$ cat src/game_input_pkg.sv
// Shared types, PS/2 key codes and motion constants for the keyboard-to-player input path
`default_nettype none

package game_input_pkg;

    // One byte as it leaves the PS/2 receiver
    typedef struct packed {
        logic       valid;                      // One-cycle strobe
        logic [7:0] data;                       // Meaningful only while valid is high
    } ps2_byte_t;

    // One complete key event after the prefix bytes are folded in
    typedef struct packed {
        logic       valid;
        logic       make;                       // Cleared for a break (key released)
        logic       ext;                        // Set when the code came after E0
        logic [7:0] code;
    } scan_event_t;

    // Held-key levels, always valid
    typedef struct packed {
        logic right;
        logic left;
        logic jump;
    } key_state_t;

    // Player position, y counts upward from the ground
    typedef struct packed {
        logic [9:0] x;
        logic [8:0] y;
        logic       airborne;
    } player_pos_t;

    // Scan code set 2 prefixes
    localparam logic [7:0] BREAK_PREFIX = 8'hF0;
    localparam logic [7:0] EXT_PREFIX   = 8'hE0;

    // Letter keys used by the game
    localparam logic [7:0] KEY_RIGHT = 8'h1C;       // A
    localparam logic [7:0] KEY_LEFT  = 8'h23;       // D
    localparam logic [7:0] KEY_JUMP  = 8'h1D;       // W

    // Arrow keys, only valid after the E0 prefix
    localparam logic [7:0] ARROW_RIGHT = 8'h74;
    localparam logic [7:0] ARROW_LEFT  = 8'h6B;
    localparam logic [7:0] ARROW_UP    = 8'h75;

    // Partial frame is dropped after this many clk cycles without a ps2_clk falling edge
    localparam logic [15:0] RX_TIMEOUT_CYCLES = 16'd2000;

    // Player motion
    localparam int VEL_W = 6;                       // Signed vertical velocity width
    localparam logic [9:0] X_MAX = 10'd600;         // Right edge of the playfield
    localparam logic [9:0] WALK_STEP = 10'd4;
    localparam logic signed [VEL_W-1:0] JUMP_SPEED = 6'sd12;
    localparam logic signed [VEL_W-1:0] GRAVITY = 6'sd1;

endpackage

`default_nettype wire
$ cat src/game_input_top.sv
// Top level of the input path: PS/2 receiver, prefix framer, key decoder and player motion
`default_nettype none

module game_input_top (
    input  logic                        clk,
    input  logic                        rst,
    input  logic                        ps2_clk,
    input  logic                        ps2_data,
    input  logic                        frame_tick,
    output game_input_pkg::key_state_t  keys,
    output game_input_pkg::player_pos_t pos,
    output logic                        rx_error
);

    game_input_pkg::ps2_byte_t   rx_byte;       // Raw bytes, prefixes included
    game_input_pkg::scan_event_t scan_event;    // Prefix-free key events

    ps2_rx u_ps2_rx (
        .clk      (clk),
        .rst      (rst),
        .ps2_clk  (ps2_clk),
        .ps2_data (ps2_data),
        .rx_byte  (rx_byte),
        .rx_error (rx_error)
    );

    scancode_framer u_scancode_framer (
        .clk        (clk),
        .rst        (rst),
        .rx_byte    (rx_byte),
        .scan_event (scan_event)
    );

    key_decoder u_key_decoder (
        .clk        (clk),
        .rst        (rst),
        .scan_event (scan_event),
        .keys       (keys)
    );

    // Keys are sampled on the tick itself
    player_motion u_player_motion (
        .clk        (clk),
        .rst        (rst),
        .frame_tick (frame_tick),
        .keys       (keys),
        .pos        (pos)
    );

endmodule

`default_nettype wire

$ cat src/player_motion.sv
// Moves the player once per frame tick: clamped walking and a simple gravity jump
`default_nettype none

module player_motion (
    input  logic                        clk,
    input  logic                        rst,
    input  logic                        frame_tick,
    input  game_input_pkg::key_state_t  keys,
    output game_input_pkg::player_pos_t pos
);

    logic signed [game_input_pkg::VEL_W-1:0] vel;  // Upward speed, goes negative on the way down

    logic [10:0]        x_right;    // One spare bit so the right clamp sees the overflow
    logic [9:0]         x_next;
    logic signed [10:0] y_sum;
    logic               walk_right;
    logic               walk_left;

    // Holding both directions cancels out
    assign walk_right = keys.right & ~keys.left;
    assign walk_left  = keys.left & ~keys.right;

    assign x_right = {1'b0, pos.x} + {1'b0, game_input_pkg::WALK_STEP};

    always_comb begin
        if (walk_right) begin
            if (x_right > {1'b0, game_input_pkg::X_MAX}) begin
                x_next = game_input_pkg::X_MAX;
            end else begin
                x_next = x_right[9:0];
            end
        end else if (walk_left) begin
            if (pos.x < game_input_pkg::WALK_STEP) begin
                x_next = '0; // Left wall
            end else begin
                x_next = pos.x - game_input_pkg::WALK_STEP;
            end
        end else begin
            x_next = pos.x;
        end
    end

    // Height after this tick, with the velocity sign-extended to the sum width
    assign y_sum = $signed({2'b00, pos.y})
                 + $signed({{(11 - game_input_pkg::VEL_W){vel[game_input_pkg::VEL_W-1]}}, vel});

    // The launch tick only sets the speed; the player rises from the next tick on
    always_ff @(posedge clk) begin
        if (rst) begin
            pos <= '0;
            vel <= '0;
        end else if (frame_tick) begin
            pos.x <= x_next;

            if (!pos.airborne) begin
                if (keys.jump) begin
                    pos.airborne <= 1'b1;
                    vel          <= game_input_pkg::JUMP_SPEED;
                end
            end else if (y_sum <= 11'sd0) begin
                // Landed, so snap to the ground and stop
                pos.y        <= '0;
                pos.airborne <= 1'b0;
                vel          <= '0;
            end else begin
                pos.y <= y_sum[8:0];
                vel   <= vel - game_input_pkg::GRAVITY; // Slows the climb, then speeds the fall
            end
        end
    end

endmodule

`default_nettype wire

$ cat src/key_decoder.sv
// Keeps the right, left and jump key levels from make and break scan events
`default_nettype none

module key_decoder (
    input  logic                        clk,
    input  logic                        rst,
    input  game_input_pkg::scan_event_t scan_event,
    output game_input_pkg::key_state_t  keys
);

    logic hit_right;
    logic hit_left;
    logic hit_jump;

    // Letter keys only count without E0 and arrow keys only with it
    always_comb begin
        hit_right = 1'b0;
        hit_left  = 1'b0;
        hit_jump  = 1'b0;

        if (scan_event.ext) begin
            case (scan_event.code)
                game_input_pkg::ARROW_RIGHT: hit_right = 1'b1;
                game_input_pkg::ARROW_LEFT:  hit_left  = 1'b1;
                game_input_pkg::ARROW_UP:    hit_jump  = 1'b1;
                default: ;                          // Other extended keys are ignored
            endcase
        end else begin
            case (scan_event.code)
                game_input_pkg::KEY_RIGHT: hit_right = 1'b1;
                game_input_pkg::KEY_LEFT:  hit_left  = 1'b1;
                game_input_pkg::KEY_JUMP:  hit_jump  = 1'b1;
                default: ;
            endcase
        end
    end

    always_ff @(posedge clk) begin
        if (rst) begin
            keys <= '0;
        end else if (scan_event.valid) begin
            // A make raises the level, a break drops it
            if (hit_right) begin
                keys.right <= scan_event.make;
            end
            if (hit_left) begin
                keys.left <= scan_event.make;
            end
            if (hit_jump) begin
                keys.jump <= scan_event.make;
            end
        end
    end

endmodule

`default_nettype wire

$ cat src/scancode_framer.sv
// Folds the F0 break and E0 extended prefixes into the following code byte as one scan event
`default_nettype none

module scancode_framer (
    input  logic                        clk,
    input  logic                        rst,
    input  game_input_pkg::ps2_byte_t   rx_byte,
    output game_input_pkg::scan_event_t scan_event
);

    logic break_flag;   // F0 seen since the last code byte
    logic ext_flag;     // E0 seen since the last code byte
    logic is_break;
    logic is_ext;

    assign is_break = (rx_byte.data == game_input_pkg::BREAK_PREFIX);
    assign is_ext   = (rx_byte.data == game_input_pkg::EXT_PREFIX);

    always_ff @(posedge clk) begin
        if (rst) begin
            break_flag <= 1'b0;
            ext_flag   <= 1'b0;
            scan_event <= '0;
        end else begin
            scan_event.valid <= 1'b0;

            if (rx_byte.valid) begin
                if (is_break) begin
                    break_flag <= 1'b1;
                end else if (is_ext) begin
                    ext_flag <= 1'b1;
                end else begin
                    // Extended breaks arrive as E0 F0 xx, so both flags can be set here
                    scan_event.valid <= 1'b1;
                    scan_event.make  <= ~break_flag;
                    scan_event.ext   <= ext_flag;
                    scan_event.code  <= rx_byte.data;
                    break_flag       <= 1'b0;
                    ext_flag         <= 1'b0;
                end
            end
        end
    end

endmodule

`default_nettype wire

$ cat src/ps2_rx.sv
// PS/2 device-to-host receiver; strobes each good byte and flags parity or stop-bit errors
`default_nettype none

module ps2_rx (
    input  logic                      clk,
    input  logic                      rst,
    input  logic                      ps2_clk,
    input  logic                      ps2_data,
    output game_input_pkg::ps2_byte_t rx_byte,
    output logic                      rx_error
);

    logic ps2_clk_meta;
    logic ps2_clk_sync;
    logic ps2_clk_prev;
    logic ps2_data_meta;
    logic ps2_data_sync;
    logic clk_fall;

    logic [3:0]  bit_cnt;       // Number of bits taken so far in the current frame
    logic [9:0]  shreg;         // Start, data and parity bits, LSB arrives first
    logic [15:0] idle_cnt;
    logic        parity_ok;
    logic        stop_ok;
    logic        timeout;

    // Both lines idle high, so the synchronizers come out of reset at 1
    always_ff @(posedge clk) begin
        if (rst) begin
            ps2_clk_meta  <= 1'b1;
            ps2_clk_sync  <= 1'b1;
            ps2_clk_prev  <= 1'b1;
            ps2_data_meta <= 1'b1;
            ps2_data_sync <= 1'b1;
        end else begin
            ps2_clk_meta  <= ps2_clk;
            ps2_clk_sync  <= ps2_clk_meta;
            ps2_clk_prev  <= ps2_clk_sync;
            ps2_data_meta <= ps2_data;
            ps2_data_sync <= ps2_data_meta;
        end
    end

    assign clk_fall = ps2_clk_prev & ~ps2_clk_sync;

    // Data bits and parity together must hold an odd number of ones
    assign parity_ok = ^shreg[9:1];
    assign stop_ok   = ps2_data_sync;
    assign timeout   = (idle_cnt == game_input_pkg::RX_TIMEOUT_CYCLES - 16'd1);

    always_ff @(posedge clk) begin
        if (rst) begin
            bit_cnt  <= '0;
            idle_cnt <= '0;
            rx_byte  <= '0;
            rx_error <= 1'b0;
        end else begin
            rx_byte.valid <= 1'b0;
            rx_error      <= 1'b0;

            if (clk_fall) begin
                idle_cnt <= '0;
                if (bit_cnt == 4'd0) begin
                    // A high level here is not a start bit, so stay idle
                    if (!ps2_data_sync) begin
                        bit_cnt <= 4'd1;
                    end
                end else if (bit_cnt == 4'd10) begin
                    bit_cnt <= '0; // Stop bit, frame is complete
                    if (parity_ok && stop_ok) begin
                        rx_byte.valid <= 1'b1;
                        rx_byte.data  <= shreg[8:1];
                    end else begin
                        rx_error <= 1'b1;
                    end
                end else begin
                    bit_cnt <= bit_cnt + 4'd1;
                end
            end else if (bit_cnt == 4'd0) begin
                idle_cnt <= '0;
            end else if (timeout) begin
                // Keyboard went quiet in mid-frame; throw the partial frame away
                bit_cnt  <= '0;
                idle_cnt <= '0;
            end else begin
                idle_cnt <= idle_cnt + 16'd1;
            end
        end
    end

    // Every sampled bit except the stop bit shifts in from the top
    always_ff @(posedge clk) begin
        if (clk_fall && bit_cnt != 4'd10) begin
            shreg <= {ps2_data_sync, shreg[9:1]};
        end
    end

endmodule

`default_nettype wire

$ cat config.mk
export PLATFORM = sky130hd
export DESIGN_NAME = game_input_top
export DESIGN_NICKNAME = d
export VERILOG_FILES = /design/src/game_input_pkg.sv /design/src/game_input_top.sv /design/src/player_motion.sv /design/src/key_decoder.sv /design/src/scancode_framer.sv /design/src/ps2_rx.sv
export SDC_FILE = /design/constraint.sdc
export NUM_CORES = 1
export LEC_CHECK = 0
export BUFFER_PORTS_ARGS = -buffer_cell sky130_fd_sc_hd__buf_2
export CAP_MARGIN = 20
export CORE_ASPECT_RATIO = 0.7
export CORE_MARGIN = 2
export CORE_UTILIZATION = 63
export DETAILED_ROUTE_END_ITERATION = 7
export HOLD_SLACK_MARGIN = 0.08
export MAX_ROUTING_LAYER = met4
export PLACE_DENSITY_LB_ADDON = 0.1
export SLEW_MARGIN = 20
export SYNTH_ARGS = -nofsm -noshare
export SYNTH_HDL_FRONTEND = slang
export SYNTH_HIERARCHICAL = 1
export SYNTH_SLANG_ARGS = --single-unit
$ cat constraint.sdc
create_clock -name clk -period 6.5 [get_ports clk]
set_clock_uncertainty 0.1 [all_clocks]
set_input_delay 0.65 -clock clk [delete_from_list [all_inputs] [get_ports clk]]
set_output_delay 0.65 -clock clk [all_outputs]
set_load 0.05 [all_outputs]
==> results.py <==
metrics = {
    "outcome": {
        "status": "completed",
    },
    "logic_synthesis": {
        "synth_edf_count": 9,
        "async_flop_share_pct": 0,
        "yosys_warnings": 6,
        "syn_area_mm2": 0.00463,
        "syn_area_per_cell_um2": 9.15,
        "ys_seq_area_share_pct": 38.3,
        "synth-main-ff-cell": "dfxtp_1",
        "synthCells": 506,
        "ys_ff_latch": 84,
        "synth.distinct_cells": 77,
    },
    "layout": {
        "n_fill_cell": 591,
        "nets": 546,
        "multi_input_area_mm2": 0.00266,
        "regArea_mm2": 0.00177,
        "drive_gt1_share_pct": 14.4,
        "final_common_cell": "dfxtp_1",
        "mostFrequentLayoutCells": "dfxtp_1, nand2_1, nor2_1",
        "antenna_cells": 0,
        "areaGrowthSynthToFinish_pct": 7.73,
    },
    "power": {
        "total_power_mw": 0.956,
        "power_per_cell_area_mw_per_mm2": 192,
        "peakVddDrop_mv": 0.132,
        "p_leak_nw": 1.83,
    },
    "detailed_routing": {
        "routed_wirelength_mm": 9.36,
        "viasPerCell": 5.94,
        "ant_nets": 0,
        "remaining_drc_errors": 0,
        "drt_pre_antenna_iters": 5,
        "wire_per_inst_um": 15.0,
        "initialDrtViolationCount": 201,
        "vias": 3707,
    },
    "timing": {
        "worstMarginPinSlew_ns": 0.914,
        "slew_viol_final": 0,
        "rsz0062_at_grt": "false",
        "setup_tns_ns": 0,
        "max_slew_margin_pct": 38.8,
        "setup_viol": 0,
        "fin_crit_sh_pct": 45.8,
        "max_freq_ghz": 0.336,
        "period_needed_ns": 2.98,
        "hold_violations": 0,
    },
    "global_routing": {
        "first_global_vias": 3195,
        "grt_usage_pct": 24.2,
        "overflow": 0,
        "antenna_found_initial": 0,
        "grt_pass1_wl_mm": 15.0,
        "grt_max_degree": 61,
    },
    "die": {
        "num_rows": 26,
        "fp.dieW_um": 106,
        "die_h_um": 75.7,
        "start_util_pct": 64.1,
        "io_pins": 29,
        "core_mm2": 0.00722,
        "die_area_mm2": 0.00806,
    },
    "placement": {
        "dp_hpwl_mm": 6.49,
        "port-buffer-count": 26,
        "place_congestion": 0.900,
    },
    "worst_setup_path": {
        "crit_family": "compound AO/OA/AOI/OAI gates",
        "r2r-start": "u_player_motion/vel[0]$_SDFFE_PP0P_",
        "r2r_cells": 9,
        "path_class": "reg -> reg",
        "rrSetupSlack_ns": 3.52,
        "critPathSlowestCell": "fa_1",
        "crit_buf_inv": 0,
        "cp_cell_sequence": "ha_1, fa_1, a21oi_1, o221ai_1, mux2_2, a211oi_2, o2111ai_1, a22o_2, a32o_1",
        "critPathLaunchType": "register",
        "timing.rr.end": "u_player_motion/pos[3]$_SDFFE_PP0P_",
        "endpoint_kind": "register",
        "worstPathRequired_ns": 6.64,
        "arrival_ns": 3.12,
        "critPathMaxFanout": 15,
        "slowest_delay_ns": 0.43,
    },
    "run": {
        "cap_violations": 0,
    },
    "clock_tree": {
        "ctsResizeCount": 0,
        "htree_levels": 3,
        "cts_root_buf": "clkbuf_8",
        "ctsHoldBuffers": 0,
        "cts.reportedPaths.clkPinSlew_ns": 0.08,
        "worstSkewPairLatency_ns": 0.35,
        "clock-sinks": 84,
        "tritoncts": "yes",
        "cts_setup_buffers": 0,
        "cts_buffer_depth": 2,
        "cts_buffers": 9,
    },
    "min_path": {
        "min_to": "u_ps2_rx/ps2_data_sync$_SDFF_PP1_",
        "hold_path_depth": 1,
        "hold_path_class": "reg -> reg",
        "hp-start": "u_ps2_rx/ps2_data_meta$_SDFF_PP1_",
    },
}
cell families after synthesis:
| group | after synthesis | share of synthesized area [%] |
|---|---|---|
| AO/OA/AOI/OAI | 114 | 18.5 |
| adder cells (fa/ha/maj) | 20 | 5.57 |
| AND/OR/NAND/NOR | 196 | 23.1 |
| buffers and inverters | 46 | 4.38 |
| other | 1 | 0.0810 |
| XOR/XNOR | 24 | 5.16 |
| multiplexers | 21 | 4.89 |
| flip-flops | 84 | 38.3 |
final cells by class:
cell class                      count  share of cell area, %
Clock inverter                      6                   1.73
Clock buffer                       10                   2.56
Multi-Input combinational cell    377                   53.3
Sequential cell                    84                   35.5
Inverter                           22                   1.66
Tap cell                           98                   2.46
Timing Repair Buffer               27                   2.76
metal layers:
layer	GRT usage [%]	vias up	share of wire [%]
met1	33.0	1734	52
met3	5.65	10	5.1
met5	-	-	0
met2	36.8	105	42
li1	-	1858	-
met4	5.92	0	1.1
through the flow:
| step | hold slack (ns) | setup WS, ns | std cells | area, um2 | util [%] |
|---|---|---|---|---|---|
| after floorplan | 0.289 | 3.49 | 507 | 4630 | - |
| after global placement | 0.291 | 3.63 | 608 | 4770 | 66.1 |
| after detailed placement | 0.293 | 3.54 | 608 | 4770 | 66.1 |
| after CTS | 0.313 | 3.54 | 624 | 4990 | 69.1 |
| after global routing | 0.345 | 3.36 | 624 | 4990 | 69.1 |
| final | 0.312 | 3.52 | 624 | 4990 | 69.1 |
synthesized netlist by cell type, drive strengths merged, types with 3 or more instances:
master   instances  area [um2]
dfxtp           75        1500
nand2           38         145
nor2            36         135
a21oi           25         136
nand2b          24         150
nand3           24         120
inv             22        82.6
o21ai           20         100
ha              19         238
mux2i           18         193
nor3            15        85.1
clkbuf          14        52.6
xnor2           11        96.3
xor2            11        96.3
buf             10        67.6
edfxtp           9         270
nor2b            9        56.3
a31oi            7        43.8
a32o             7        70.1
nand4            7        43.8
or2              7        43.8
or3              6        42.5
a211oi           5        52.6
o211ai           5        37.5
o21ba            5        50.1
o22ai            5        31.3
o31ai            5        51.3
a22o             4        36.3
and3             4        25.0
nor3b            4        46.3
o21a             4        30.0
a311oi           3        26.3
and2             3        20.0
mux2             3        33.8
nand4b           3        26.3
nor4             3        18.8
o2111ai          3        26.3
o21bai           3        22.5
worst register-to-register path, delay by kind of cell (launching register included):
kind / cells / cell delay, ns
adder cells (fa/ha/maj): 2 / 0.67
flip-flops: 1 / 0.36
AO/OA/AOI/OAI: 6 / 1.46
multiplexers: 1 / 0.29
worst max-delay path by stage:
stage	slack [ns]	startpoint	to	depth (start not counted)
after global placement	3.63	u_player_motion/vel[0]$_SDFFE_PP0P_	u_player_motion/pos[3]$_SDFFE_PP0P_	9
after global routing	3.36	u_player_motion/vel[0]$_SDFFE_PP0P_	u_player_motion/pos[5]$_SDFFE_PP0P_	9
after detailed placement	3.54	u_player_motion/vel[0]$_SDFFE_PP0P_	u_player_motion/pos[8]$_SDFFE_PP0P_	9
final	3.52	u_player_motion/vel[0]$_SDFFE_PP0P_	u_player_motion/pos[3]$_SDFFE_PP0P_	9
after CTS	3.54	u_player_motion/vel[0]$_SDFFE_PP0P_	u_player_motion/pos[8]$_SDFFE_PP0P_	9
after floorplan	3.49	u_player_motion/pos[1]$_SDFFE_PP0P_	u_player_motion/pos[6]$_SDFFE_PP0P_	10
power breakdown:
part / switching (mW) / total [mW] / internal [mW]
sequential: 0.00232 / 0.528 / 0.526
combinational: 0.0178 / 0.0282 / 0.0104
clock: 0.183 / 0.399 / 0.217
state kept, by name, indices dropped and copies added (netlist names), 3 cells and up:
name	count
u_ps2_rx/idle_cnt	16
u_ps2_rx/bit_cnt	4
u_ps2_rx/rx_byte	9
u_scancode_framer/scan_event	11
u_key_decoder/keys	3
u_ps2_rx/shreg	9
u_player_motion/pos	18
u_player_motion/vel	6
Note: power is estimated with default switching activity, not from simulation.
